==> src/include/motor_config.svh <==
`ifndef MOTOR_CONFIG_SVH
`define MOTOR_CONFIG_SVH

// System clock rate in hertz
`define MOTOR_CLK_FREQUENCY 60_000_000

// PWM carrier rate in hertz
`define MOTOR_PWM_FREQUENCY 100_000

// Clocks per PWM period
`define MOTOR_PERIOD_COUNT (`MOTOR_CLK_FREQUENCY / `MOTOR_PWM_FREQUENCY)

// Clocks per one percent of duty
`define MOTOR_DUTY_1_PERCENT (`MOTOR_PERIOD_COUNT / 100)

// Applied duty change per PWM period, in percent
`define MOTOR_SLEW_STEP 1

`endif

==> src/rtl/motor_pkg.sv <==
`default_nettype none

package motor_pkg;

    // Duty in percent
    // 0 to 100 meaningful, above 100 means full on
    typedef logic [6:0] duty_t;

    // Clock count within one PWM period
    typedef logic [9:0] period_count_t;

    // Clocks within a one-percent slice, or slices completed
    typedef logic [7:0] percent_count_t;

    // Action taken by the slew limiter at a period tick
    typedef enum logic [1:0] {
        HOLD,
        RAMP_UP,
        RAMP_DOWN,
        REVERSE
    } slew_state_t;

endpackage

`default_nettype wire

==> src/rtl/pwm_period_timer.sv <==
`timescale 1ns/1ps
`default_nettype none

`include "motor_config.svh"

module pwm_period_timer import motor_pkg::*; (
    input  logic clk,
    input  logic reset,
    input  logic en,
    output logic period_tick
);

    // Last count value before wrap
    localparam period_count_t PERIOD_LAST = period_count_t'(`MOTOR_PERIOD_COUNT - 1);

    period_count_t count;

    // Free-running period counter
    // Held at zero while disabled so the first tick is a full period after enable
    always_ff @(posedge clk) begin
        if (reset) begin
            count <= '0;
            period_tick <= 1'b0;
        end else begin
            period_tick <= 1'b0;
            if (!en) begin
                count <= '0;
            end else if (count == PERIOD_LAST) begin
                count <= '0;
                period_tick <= 1'b1;
            end else begin
                count <= count + 1'b1;
            end
        end
    end

    // Tick is a single-clock pulse
    a_tick_single: assert property (
        @(posedge clk) disable iff (reset)
        period_tick |=> !period_tick
    );

endmodule

`default_nettype wire

==> src/rtl/duty_slew_limiter.sv <==
`timescale 1ns/1ps
`default_nettype none

`include "motor_config.svh"

module duty_slew_limiter import motor_pkg::*; (
    input  logic  clk,
    input  logic  reset,
    input  logic  en,
    input  logic  period_tick,
    input  duty_t duty_cmd,
    input  logic  dir_cmd,
    output duty_t duty_applied,
    output logic  dir_applied
);

    localparam duty_t DUTY_MAX = duty_t'(100);
    localparam duty_t SLEW_STEP = duty_t'(`MOTOR_SLEW_STEP);
    localparam logic FORWARD = 1'b0;

    // Action taken at the coming tick
    slew_state_t action;
    duty_t target;
    duty_t floor_duty;
    duty_t up_duty;
    duty_t down_duty;
    logic dir_differs;

    // Decide this tick's action from command and applied values
    always_comb begin
        // Anything above 100 is treated as full on
        target = (duty_cmd > DUTY_MAX) ? DUTY_MAX : duty_cmd;
        dir_differs = (dir_cmd != dir_applied);
        // Reversal must first ramp all the way to zero
        floor_duty = dir_differs ? duty_t'(0) : target;

        if (dir_differs && duty_applied == '0) begin
            action = REVERSE;
        end else if (duty_applied > floor_duty) begin
            action = RAMP_DOWN;
        end else if (!dir_differs && duty_applied < target) begin
            action = RAMP_UP;
        end else begin
            action = HOLD;
        end

        // Step toward the goal without overshooting it
        up_duty = (target - duty_applied > SLEW_STEP) ? duty_applied + SLEW_STEP : target;
        down_duty = (duty_applied - floor_duty > SLEW_STEP) ? duty_applied - SLEW_STEP
                                                             : floor_duty;
    end

    // Outputs move only on the period tick, or on brake
    always_ff @(posedge clk) begin
        if (reset) begin
            duty_applied <= '0;
            dir_applied <= FORWARD;
        end else if (!en) begin
            // Brake clears the ramp
            duty_applied <= '0;
            dir_applied <= FORWARD;
        end else if (period_tick) begin
            case (action)
                RAMP_UP:   duty_applied <= up_duty;
                RAMP_DOWN: duty_applied <= down_duty;
                // Flip at zero duty, duty itself held this tick
                REVERSE:   dir_applied <= dir_cmd;
                default:   duty_applied <= duty_applied;
            endcase
        end
    end

    // Direction flips only at zero duty, except on brake
    a_safe_reverse: assert property (
        @(posedge clk) disable iff (reset)
        $changed(dir_applied) |-> !$past(en) || ($past(duty_applied) == '0)
    );

    // Duty moves at ticks only, by at most one step
    a_slew_limit: assert property (
        @(posedge clk) disable iff (reset)
        ($past(en) && $changed(duty_applied)) |->
            $past(period_tick) &&
            ((duty_applied > $past(duty_applied)) ?
                (duty_applied - $past(duty_applied)) <= SLEW_STEP :
                ($past(duty_applied) - duty_applied) <= SLEW_STEP)
    );

endmodule

`default_nettype wire

==> src/rtl/pwm_dir.sv <==
`timescale 1ns/1ps
`default_nettype none

`include "motor_config.svh"

module pwm_dir import motor_pkg::*; (
    input  logic  clk,
    input  logic  reset,
    input  logic  en,
    input  logic  float,
    input  logic  period_tick,
    input  duty_t duty_cycle,
    input  logic  dir_in,
    output logic  pwm,
    output logic  dir_out,
    output logic  float_n
);

    localparam duty_t DUTY_FULL = duty_t'(100);
    localparam percent_count_t SLICE_LAST = percent_count_t'(`MOTOR_DUTY_1_PERCENT - 1);
    localparam logic FORWARD = 1'b0;

    // Duty captured at the period start, used for the whole period
    duty_t duty_latched;
    percent_count_t duty_slices;

    // Clocks within the current one-percent slice
    percent_count_t slice_count;
    // One-percent slices already completed
    percent_count_t slices_done;

    logic full_on;
    logic last_slice;

    // Driver IC sleep pin is active low
    assign float_n = ~float;

    assign duty_slices = percent_count_t'(duty_latched);
    // 100 and above stays high until the next tick
    assign full_on = (duty_latched >= DUTY_FULL);
    // Final slice of the pulse is in progress
    assign last_slice = (slices_done == duty_slices - 1'b1);

    always_ff @(posedge clk) begin
        if (period_tick) begin
            duty_latched <= duty_cycle;
        end
    end

    always_ff @(posedge clk) begin
        if (reset) begin
            pwm <= 1'b0;
            dir_out <= FORWARD;
            slice_count <= '0;
            slices_done <= '0;
        end else if (!en) begin
            // Brake with both bridge inputs low
            pwm <= 1'b0;
            dir_out <= FORWARD;
            slice_count <= '0;
            slices_done <= '0;
        end else begin
            dir_out <= dir_in;

            if (period_tick) begin
                // New period, pulse starts unless duty is zero
                slice_count <= '0;
                slices_done <= '0;
                pwm <= (duty_cycle != '0);
            end else if (pwm && !full_on) begin
                if (slice_count == SLICE_LAST) begin
                    slice_count <= '0;
                    slices_done <= slices_done + 1'b1;
                    // Drop on the last clock of the final slice
                    if (last_slice) begin
                        pwm <= 1'b0;
                    end
                end else begin
                    slice_count <= slice_count + 1'b1;
                end
            end
        end
    end

    // Output stays low for a clock after enable was low
    a_brake_low: assert property (
        @(posedge clk) disable iff (reset)
        !$past(en) |-> !pwm
    );

endmodule

`default_nettype wire

==> src/rtl/dual_motor_drive.sv <==
`timescale 1ns/1ps
`default_nettype none

module dual_motor_drive import motor_pkg::*; (
    input  logic  clk,
    input  logic  reset,
    input  logic  en,
    output logic  pwm_sync,

    input  logic  left_float,
    input  duty_t left_duty_cmd,
    input  logic  left_dir_cmd,

    input  logic  right_float,
    input  duty_t right_duty_cmd,
    input  logic  right_dir_cmd,

    output logic  left_pwm,
    output logic  left_dir,
    output logic  left_float_n,

    output logic  right_pwm,
    output logic  right_dir,
    output logic  right_float_n
);

    logic period_tick;

    // Ramped values feeding each generator
    duty_t left_duty_applied;
    duty_t right_duty_applied;
    logic left_dir_applied;
    logic right_dir_applied;

    // Period start also serves as the ADC trigger
    assign pwm_sync = period_tick;

    // One shared timer keeps both channels in phase
    pwm_period_timer pwm_period_timer_inst (
        .clk         (clk),
        .reset       (reset),
        .en          (en),
        .period_tick (period_tick)
    );

    duty_slew_limiter left_limiter_inst (
        .clk          (clk),
        .reset        (reset),
        .en           (en),
        .period_tick  (period_tick),
        .duty_cmd     (left_duty_cmd),
        .dir_cmd      (left_dir_cmd),
        .duty_applied (left_duty_applied),
        .dir_applied  (left_dir_applied)
    );

    duty_slew_limiter right_limiter_inst (
        .clk          (clk),
        .reset        (reset),
        .en           (en),
        .period_tick  (period_tick),
        .duty_cmd     (right_duty_cmd),
        .dir_cmd      (right_dir_cmd),
        .duty_applied (right_duty_applied),
        .dir_applied  (right_dir_applied)
    );

    pwm_dir left_pwm_inst (
        .clk         (clk),
        .reset       (reset),
        .en          (en),
        .float       (left_float),
        .period_tick (period_tick),
        .duty_cycle  (left_duty_applied),
        .dir_in      (left_dir_applied),
        .pwm         (left_pwm),
        .dir_out     (left_dir),
        .float_n     (left_float_n)
    );

    pwm_dir right_pwm_inst (
        .clk         (clk),
        .reset       (reset),
        .en          (en),
        .float       (right_float),
        .period_tick (period_tick),
        .duty_cycle  (right_duty_applied),
        .dir_in      (right_dir_applied),
        .pwm         (right_pwm),
        .dir_out     (right_dir),
        .float_n     (right_float_n)
    );

endmodule

`default_nettype wire

==> config.mk <==
export PLATFORM = sky130hd
export DESIGN_NAME = dual_motor_drive
export DESIGN_NICKNAME = d
export VERILOG_FILES = /design/src/rtl/motor_pkg.sv /design/src/rtl/pwm_period_timer.sv /design/src/rtl/duty_slew_limiter.sv /design/src/rtl/pwm_dir.sv /design/src/rtl/dual_motor_drive.sv
export VERILOG_INCLUDE_DIRS = /design/src /design/src/include
export SDC_FILE = /design/constraint.sdc
export NUM_CORES = 1
export LEC_CHECK = 0
export ABC_AREA = 1
export BUFFER_PORTS_ARGS = -buffer_cell sky130_fd_sc_hd__buf_2
export CAP_MARGIN = 20
export CORE_AREA = 2 2 117 119
export CTS_BUF_LIST = sky130_fd_sc_hd__clkbuf_4 sky130_fd_sc_hd__clkbuf_8
export CTS_CLUSTER_SIZE = 28
export DETAILED_ROUTE_END_ITERATION = 6
export DIE_AREA = 0 0 119 121
export GPL_TIMING_DRIVEN = 0
export PLACE_DENSITY = 0.7
export SLEW_MARGIN = 0
export SYNTH_ARGS = -nofsm -noshare
export SYNTH_HDL_FRONTEND = slang
export SYNTH_HIERARCHICAL = 1
export SYNTH_SLANG_ARGS = --single-unit
==> constraint.sdc <==
create_clock -name clk -period 3.4 [get_ports clk]
set_clock_uncertainty 0.1 [all_clocks]
set_input_delay 0.17 -clock clk [delete_from_list [all_inputs] [get_ports clk]]
set_output_delay 0.17 -clock clk [all_outputs]
set_load 0.005 [all_outputs]
* After elaboration in Yosys (flattened, before gate mapping)
Index checks and enable logic that the tools add are counted.
** Storage, ports and cells
- Bits in registers :: 77
- Input bits :: 21
- Output and inout bits :: 7
- Logic and storage cells :: 119
** Cells by class
- Multiplexer cells :: 27
- Order comparisons :: 12
- Equality and inequality tests :: 13
- Reduce and logical (&&, ||, !) cells :: 33
- Add/subtract/negate cells :: 15
- Bitwise operators :: 3
** Operator list (number)
- $mux 7 :: 8
- $add 8x1->8 const B :: 4
- $gt 7x1->1 const B :: 4
- $pmux 7 s2 :: 2
- $sub 7x7->7 :: 4
- $eq 8x3->1 const B :: 2
- $eq 8x8->1 :: 2
- $mux 8 :: 2
- $reduce_bool 2->1 :: 8
- $sub 7x1->8 const B :: 2
- $add 7x1->7 const B :: 2
- $ge 7x7->1 const B :: 2
- $gt 7x7->1 :: 2
- $gt 7x7->1 const B :: 2
- $logic_not 7->1 :: 2
- $lt 7x7->1 :: 2
- $reduce_bool 7->1 :: 2
- $sub 7x1->7 const B :: 2
- $reduce_and 2->1 :: 6
- $mux 1 :: 11
- $add 10x1->10 const B :: 1
- $eq 10x10->1 const B :: 1
- $eq 2x2->1 const B :: 4
- $mux 2 :: 4
- 8 further kinds :: 22

* Depth between registers and ports, before layout
Gate-level depths: netlist of the first run.
- Depth in word-level cells :: 10
- Depth in mapped cells :: 26
- Gate-level depth less buffers :: 26

* By module
The synthesis of the first run kept the hierarchy.
** By module, submodules not included
- pwm_dir :: area each 1416.4 um^2, cells an instance 198, sequential area each 570.5 um^2, times used 2
- duty_slew_limiter (left_limiter_inst) :: area each 1637.8 um^2, cells an instance 262, sequential area each 160.2 um^2, times used 1
- duty_slew_limiter (right_limiter_inst) :: area each 1552.7 um^2, cells an instance 249, sequential area each 160.2 um^2, times used 1
- pwm_period_timer :: area each 530.5 um^2, cells an instance 71, sequential area each 220.2 um^2, times used 1

* Worst setup path after synthesis of the first run
OpenSTA, ideal clock, no wires.
- Path kind :: register to register
- Start :: reg right_limiter_inst.dir_applied
- End :: reg right_limiter_inst.duty_applied[1]
- Stages on the path, launching flop included :: 21
- Data required time :: 3178 ps
- Clock period less this slack :: 3342 ps
- Buffers on the path :: 1
- Slack :: 58 ps
- Data arrival time :: 3120 ps
- Cells stage by stage :: dfxtp_1 > xnor2_1 > inv_1 > nor2_1 > inv_1 > ha_1 > nand3_1 > nand2_1 > nand2_1 > nand2_1 > a21oi_1 > nor2_1 > o21a_1 > o22ai_1 > a41oi_1 > ha_1 > nor2_1 > clkbuf_1 > nand2_1 > inv_1 > a21oi_2
** Between the ends
- Word-level cells in the longest chain between the ends :: 9
** RTL lines
- from (decl) :: line duty_slew_limiter.sv:14 : output logic dir_applied
- from (signal assigned) :: line duty_slew_limiter.sv:67 : REVERSE: dir_applied <= dir_cmd;
- $ne 1x1->1 (*) :: line duty_slew_limiter.sv:33 : dir_differs = (dir_cmd != dir_applied);
- branches (longest 8 deep; another with $sub 7x7->7)
- to (signal assigned) :: line duty_slew_limiter.sv:64 : RAMP_UP: duty_applied <= up_duty;
- to (signal assigned) :: line duty_slew_limiter.sv:65 : RAMP_DOWN: duty_applied <= down_duty;
- to (signal assigned) :: line duty_slew_limiter.sv:68 : default: duty_applied <= duty_applied;
- to (decl) :: line duty_slew_limiter.sv:13 : output duty_t duty_applied,
Mark *: on every way between the ends.
A chain may end at the register's enable or synchronous reset.

* Worst setup path in the final report of the first run
- Start :: reg left_limiter_inst.dir_applied
- End :: reg left_limiter_inst.duty_applied[3]
** Between the ends
- Word-level cells in the longest chain between the ends :: 9
** RTL lines (line)
- from (decl) :: duty_slew_limiter.sv:14
- from (signal assigned) :: duty_slew_limiter.sv:67
- $ne 1x1->1 (*) :: duty_slew_limiter.sv:33
- branches (longest 8 deep; another with $sub 7x7->7)
- to (signal assigned) :: duty_slew_limiter.sv:64
- to (signal assigned) :: duty_slew_limiter.sv:65
- to (signal assigned) :: duty_slew_limiter.sv:68
- to (decl) :: duty_slew_limiter.sv:13
Marks and branches as above.

==> out/qor.yml, run 1 <==
outcome: "complete, no violations"
die_w_um: 119
gp_congestion: 0.904
crit_type: "flop to flop"
start_util_pct: 50.1
power_density_mw_per_mm2: 277
syn_nets: 1047
die_h_um: 121
yosysUniqueCellTypes: 46
fmax_ghz: 0.310
diodes: 0
worstMarginPinSlew_ps: 1010
antenna_found_initial: 0
mostFrequentLayoutCells: "219 x nand2_1, 156 x inv_1, 89 x nand3_1, 88 x nor2_1, 57 x dfxtp_1"
power.total_w: 0.00205
setup_viol: 0
postLayoutCoreUtil_pct: 56.8
seqPwrFrac_pct: 45.0
cts_max_path_buffers: 2
grt_overflow: 0
ys_warn_count: 6
remaining_drc_errors: 0
crit_family: "compound AO/OA/AOI/OAI gates"
dp.final_hpwl_um: 10900
yosys-top-cells-area: "dfxtp_1 19%, nand2_1 13%, inv_1 9.0%, ha_1 8.4%, nand3_1 6.8%"
io_buffers: 27
drv_slew: 0
clkTransAtPathRegs_ps: 80
hold_path_end: "pwm_period_timer_inst/period_tick$_SDFF_PP0_"
fin_ws_ps: 177
switching_share_pct: 25.8
holdCritStartpoint: "en"
finalHoldViolations: 0
regToRegSetupSlack_ps: 180
crit_path_start_kind: "flop"
finalCriticalPeriod_ps: 3220
p_leak_nw: 3.43
viasPerCell: 5.01
ys_seq_area_share_pct: 25.7
cpMostUsedCell: "nand2_1"
track_usage_pct: 20.7
grt_first_pass_wirelength_um: 24900
grt_max_degree: 26
root_buffer: "clkbuf_8"
synth_edf_count: 14
dpl_worst_slack_ps: -757
synth_top_area_share_pct: 19.2
syn_avg_cell_area_um2: 6.70
dieArea_mm2: 0.0144
cp_max_fo: 10
htree_levels: 3
crit_required_ps: 3580
instances_no_fill: 1209
hold_depth: 3
drt_iter0_markers: 378
finalCritPeriodShare_pct: 94.8
fin_nets: 1097
cts_tree: "done"
io-pin-count: 28
row_count: 42
final_common_cell: "nand2_1"
cap_violations: 0
clkSinkCount: 77
netlist_area_mm2: 0.00655
hold_class: "primary input to flop"
synthArstFlopShare_pct: 0
slowest_stage: "dfxtp_2"
slowest_delay_ps: 360
drt_wl_total_um: 14300
syn_inst: 978
wire_per_inst_um: 11.8
ys_seq_elements: 77
core_area_mm2: 0.0131
clock_latency_ps: 350
pwr-share-clk_pct: 38.6
yosys.area.top_type: "dfxtp_1"
power_frac_comb_pct: 16.4
crit-reg2reg-launch: "left_limiter_inst/dir_applied$_SDFFE_PP0P_"
end_kind: "flop"
p_switching_w: 0.000530
vias: 6057
syn_to_final_growth_pct: 13.4
power.internal_w: 0.00152
path_cells: "xnor2_4 > buf_4 > nand2_1 > ha_1 > a21oi_1 > nand2_1 > nand2_1 > nand2_1 > a21oi_2 > nor2_1 > o21a_1 > o22ai_2 > a41oi_1 > ha_2 > nor2_4 > buf_6 > o21ai_0 > a21oi_2"
cp.arrival_ps: 3400
reg2reg_to: "left_limiter_inst/duty_applied[3]$_SDFFE_PP0P_"
r2r_cells: 18
hold_ws_ps: 32.6
grt_pass1_vias: 5588
slew_headroom_pct: 32.7
ant_nets: 0
drive_above_1_share_pct: 17.5
dp.cells: 1181
ys.flop_type: "dfxtp_1"
cts_buffers: 9
critPathBufInv: 2
firstDrtPassIters: 5
ir_worst_vdd_mv: 0.152
-- tightest hold or removal path: stages --
cell,delay (ps)
buf_2,140
inv_1,70
nor3_1,50
-- how the worst max path moves through the flow --
stage | depth (start not counted) | endpoint | slack (ps) | startpoint
after detailed placement | 19 | right_limiter_inst/duty_applied[2]$_SDFFE_PP0P_ | -760 | right_limiter_inst/dir_applied$_SDFFE_PP0P_
after global placement | 20 | right_limiter_inst/duty_applied[0]$_SDFFE_PP0P_ | -750 | right_limiter_inst/dir_applied$_SDFFE_PP0P_
after floorplan | 20 | right_limiter_inst/duty_applied[1]$_SDFFE_PP0P_ | 60 | right_limiter_inst/dir_applied$_SDFFE_PP0P_
after CTS | 20 | right_limiter_inst/duty_applied[1]$_SDFFE_PP0P_ | 10 | right_limiter_inst/duty_applied[2]$_SDFFE_PP0P_
after global routing | 17 | right_limiter_inst/duty_applied[1]$_SDFFE_PP0P_ | -30 | right_limiter_inst/dir_applied$_SDFFE_PP0P_
final | 18 | left_limiter_inst/duty_applied[3]$_SDFFE_PP0P_ | 180 | left_limiter_inst/dir_applied$_SDFFE_PP0P_
-- synthesized netlist by cell type, types with 2 or more instances --
master / n
o21ai_0: 29
nand2_4: 7
edfxtp_1: 14
nor2_8: 4
nand3_2: 10
nor2_1: 95
a211oi_1: 2
nand3_4: 2
a21oi_2: 15
nor3_4: 4
fa_1: 4
a21oi_1: 48
nor3_1: 18
o211ai_1: 5
o21ai_1: 9
dfxtp_1: 63
nor4_1: 3
xor2_1: 26
clkbuf_1: 8
nor2_2: 12
nand4_1: 14
nor3_2: 2
o21a_1: 2
inv_1: 158
ha_1: 44
nor3b_1: 6
clkinv_2: 2
o21bai_1: 4
nand2_2: 21
o22ai_1: 2
clkinv_1: 7
a41oi_1: 2
buf_2: 2
xnor2_1: 8
inv_2: 5
o31ai_1: 4
nand2_1: 219
nand3_1: 89
nand3b_1: 2
-- routing by layer --
metal  vias up  part of all wire (%)  track usage [%]
li1       3250                     -                -
met3        16                   2.8             2.26
met2        88                    48             35.3
met4         0                   1.4             6.40
met5         -                     0                0
met1      2703                    48             27.4
-- logic make-up after synthesis --
family,count (synthesis),share of synthesized area [%]
and+or+nand+nor,510,38.0
buffers and inverters,184,10.7
AOI/OAI and AO/OA,125,11.4
DFF,77,25.7
adders and majority gates,48,9.62
xor gates and xnor gates,34,4.54
-- timing repair --
item / in CTS / in global routing
pin swaps: 2 / 6
endpoints found under the setup margin: 14 / 14
hold endpoints to repair: 1 / 0
hold buffers: 1 / 0
gates resized for setup: 18 / 42
buffers inserted: 2 / 9
-- area by class of cell --
class,count,area (µm²)
plain buffers,12,78.8
multi-input cells,717,4320
well taps,176,220
fillers,1273,5660
clock buffers,13,166
flip-flops and latches,77,1690
inverters,172,653
clock inverters,3,68.8
repair buffers,39,231
-- per-stage QoR --
stage	area [µm²]	TNS, ps
after floorplan	6550	0
after global placement	6910	-8130
after detailed placement	6910	-8040
after CTS	7230	0
after global routing	7430	-41.2
final	7430	0
-- flip-flops by register name, indices dropped and copies added, names as in the netlist, 7 cells and up --
name and count:
left_limiter_inst/duty_applied 7, right_pwm_inst/slice_count 8, right_pwm_inst/slices_done 8, left_pwm_inst/slices_done 8, pwm_period_timer_inst/count 10, right_pwm_inst/duty_latched 7, left_pwm_inst/slice_count 8, right_limiter_inst/duty_applied 7
left_pwm_inst/duty_latched 7
-- power by group through the flow --
stage | Sequential, W | Combinational (W) | Clock, W
after floorplan | 0.000947 | 0.000224 | 0
after global placement | 0.000947 | 0.000288 | 0
after detailed placement | 0.000947 | 0.000291 | 0
after CTS | 0.000926 | 0.000304 | 0.000813
after global routing | 0.000925 | 0.000377 | 0.000852
final | 0.000925 | 0.000337 | 0.000792
Note: power is estimated with default switching activity, not from simulation.
==> inputs of run 2 (changes only) <==
--- a/config.mk
+++ b/config.mk
@@ -7,6 +7,7 @@
 export NUM_CORES = 1
 export LEC_CHECK = 0
 export ABC_AREA = 1
+export ABC_CLOCK_PERIOD_IN_PS = 3400
 export BUFFER_PORTS_ARGS = -buffer_cell sky130_fd_sc_hd__buf_2
 export CAP_MARGIN = 20
 export CORE_AREA = 2 2 117 119
@@ -15,7 +16,7 @@
 export DETAILED_ROUTE_END_ITERATION = 6
 export DIE_AREA = 0 0 119 121
 export GPL_TIMING_DRIVEN = 0
-export PLACE_DENSITY = 0.7
+export PLACE_DENSITY = 0.72
 export SLEW_MARGIN = 0
 export SYNTH_ARGS = -nofsm -noshare
 export SYNTH_HDL_FRONTEND = slang
==> out/qor.yml, run 2 (same netlist as run 1, synthesis figures left out) <==
diodes: 0
reg2reg_to: "right_limiter_inst/duty_applied[1]$_SDFFE_PP0P_"
crit_family: "compound AO/OA/AOI/OAI gates"
n_fill_cell: 1263
grt_first_pass_wirelength_um: 23700
cap_violations: 0
fin_nets: 1089
dieArea_mm2: 0.0144
cp.depth: 19
row_count: 42
grt_pass1_vias: 5529
slowest_stage: "dfxtp_4"
instances_no_fill: 1201
finalCritPeriodShare_pct: 94.1
setup.worst_path.end: "right_limiter_inst/duty_applied[1]$_SDFFE_PP0P_"
io_buffers: 27
cp.arrival_ps: 3350
drive_above_1_share_pct: 17.1
regToRegSetupSlack_ps: 200
remaining_drc_errors: 0
cp_max_fo: 10
regMostFlops: "pwm_period_timer_inst/count"
dp.final_hpwl_um: 11000
crit_path_start_kind: "flop"
die_w_um: 119
wire_per_inst_um: 11.8
htree_levels: 3
slowest_delay_ps: 370
dp.cells: 1181
ant_nets: 0
critPathBufInv: 3
crit-reg2reg-launch: "right_limiter_inst/dir_applied$_SDFFE_PP0P_"
power_density_mw_per_mm2: 268
cts_buffers: 9
io-pin-count: 28
crit_type: "flop to flop"
drt_wl_total_um: 14100
cts_tree: "done"
cts_max_path_buffers: 2
ir_worst_vdd_mv: 0.154
finalHoldViolations: 0
setup_viol: 0
antenna_found_initial: 0
root_buffer: "clkbuf_8"
finalCriticalPeriod_ps: 3200
vias: 6028
path_cells: "xnor2_4 > inv_2 > nor2_2 > inv_1 > ha_1 > nand3_1 > nand2_1 > nand2_1 > nand2_1 > a21oi_2 > nor2_1 > o21a_1 > o22ai_2 > a41oi_1 > ha_2 > nor2_4 > buf_6 > o21ai_0 > a21oi_2"
viasPerCell: 5.02
clock_latency_ps: 360
fmax_ghz: 0.313
clkSinkCount: 77
firstDrtPassIters: 5
design_area_mm2: 0.00733
drv_slew: 0
largest_reg_flops: 10
grt_overflow: 0
hold_class: "primary input to flop"
mostFrequentLayoutCells: "218 x nand2_1, 154 x inv_1, 89 x nand3_1, 87 x nor2_1, 58 x dfxtp_1"
start_util_pct: 50.1
core_area_mm2: 0.0131
outcome: "complete, no violations"
placed_area_mm2: 0.00691
end_kind: "flop"
p_leak_nw: 3.38
hold_ws_ps: 14.4
clkTransAtPathRegs_ps: 80
syn_to_final_growth_pct: 11.8
gp_congestion: 0.929
critPathLaunch: "right_limiter_inst/dir_applied$_SDFFE_PP0P_"
track_usage_pct: 19.8
crit_required_ps: 3550
drt_iter0_markers: 331
worstMarginPinSlew_ps: 980
final_common_cell: "nand2_1"
die_h_um: 121
slew_headroom_pct: 34.6
cpMostUsedCell: "nand2_1"
grt_max_degree: 26
r2r_cells: 19
run 2: cell count changes in the layout (fill, tap and decap cells not counted), sizes merged:
cell / before / now
clkinv: 9 / 10
buf: 43 / 35
bufinv: 2 / 1
clkbuf: 20 / 21
clkinvlp: 1 / 0
run 2: layout make-up:
type | instances | area, µm² | share of cell area (%)
clock inverter | 2 | 35.0 | 0.478
tap | 176 | 220 | 3.00
multi-input combinational | 717 | 4310 | 58.8
buffer | 12 | 78.8 | 1.08
clock buffer | 14 | 174 | 2.37
inverter | 172 | 651 | 8.88
timing repair buffer | 31 | 168 | 2.29
sequential | 77 | 1690 | 23.1
run 2: metrics by stage:
stage / util (%) / setup slack [ps] / setup TNS, ps / total power, W
2_1_floorplan: - / 58.4 / 0 / 0.00117
6_report: 56.0 / 201 / 0 / 0.00197
3_3_place_gp: 52.8 / -638 / -7100 / 0.00123
4_1_cts: 55.0 / 19.4 / 0 / 0.00197
3_5_place_dp: 52.8 / -701 / -7610 / 0.00124
5_1_grt: 56.0 / -10.7 / -10.7 / 0.00206
run 2: timing repair:
| action | in CTS | in global routing |
|---|---|---|
| setup buffers | 2 | 1 |
| pin swaps | 2 | 2 |
| hold buffers | 1 | 0 |
| hold endpoints to repair | 1 | 0 |
| gates resized for setup | 17 | 41 |
| endpoints found under the setup margin | 14 | 14 |
run 2: per-layer routing:
layer	global-route usage, %	vias up	wire length, µm
met2	34.9	113	6730
met1	24.7	2678	6730
met3	2.68	14	462
li1	-	3223	-
met4	7.07	0	208
met5	0	-	0
run 2: tightest hold or removal path, cell delays in order:
cell and delay [ps]:
buf_2 140, inv_1 70, nor3_1 50
run 2: worst min path at each step:
stage | startpoint | to | slack [ps] | cells past startpoint
floorplan | reset | pwm_period_timer_inst/period_tick$_SDFF_PP0_ | 150 | 1
global placement | pwm_period_timer_inst/count[0]$_SDFF_PP0_ | pwm_period_timer_inst/count[0]$_SDFF_PP0_ | 350 | 1
detailed placement | pwm_period_timer_inst/count[0]$_SDFF_PP0_ | pwm_period_timer_inst/count[0]$_SDFF_PP0_ | 360 | 1
CTS | en | pwm_period_timer_inst/period_tick$_SDFF_PP0_ | 0.7 | 3
global route | en | pwm_period_timer_inst/period_tick$_SDFF_PP0_ | 20 | 3
finish | en | pwm_period_timer_inst/period_tick$_SDFF_PP0_ | 10 | 3
run 2: power by group:
group	switching (W)	internal (W)	leakage, nW	total, W
Combinational	0.000204	0.000116	2.62	0.000320
Sequential	0.00000110	0.000923	0.652	0.000925
Clock	0.000318	0.000403	0.111	0.000722
Total	0.000524	0.00144	3.38	0.00197
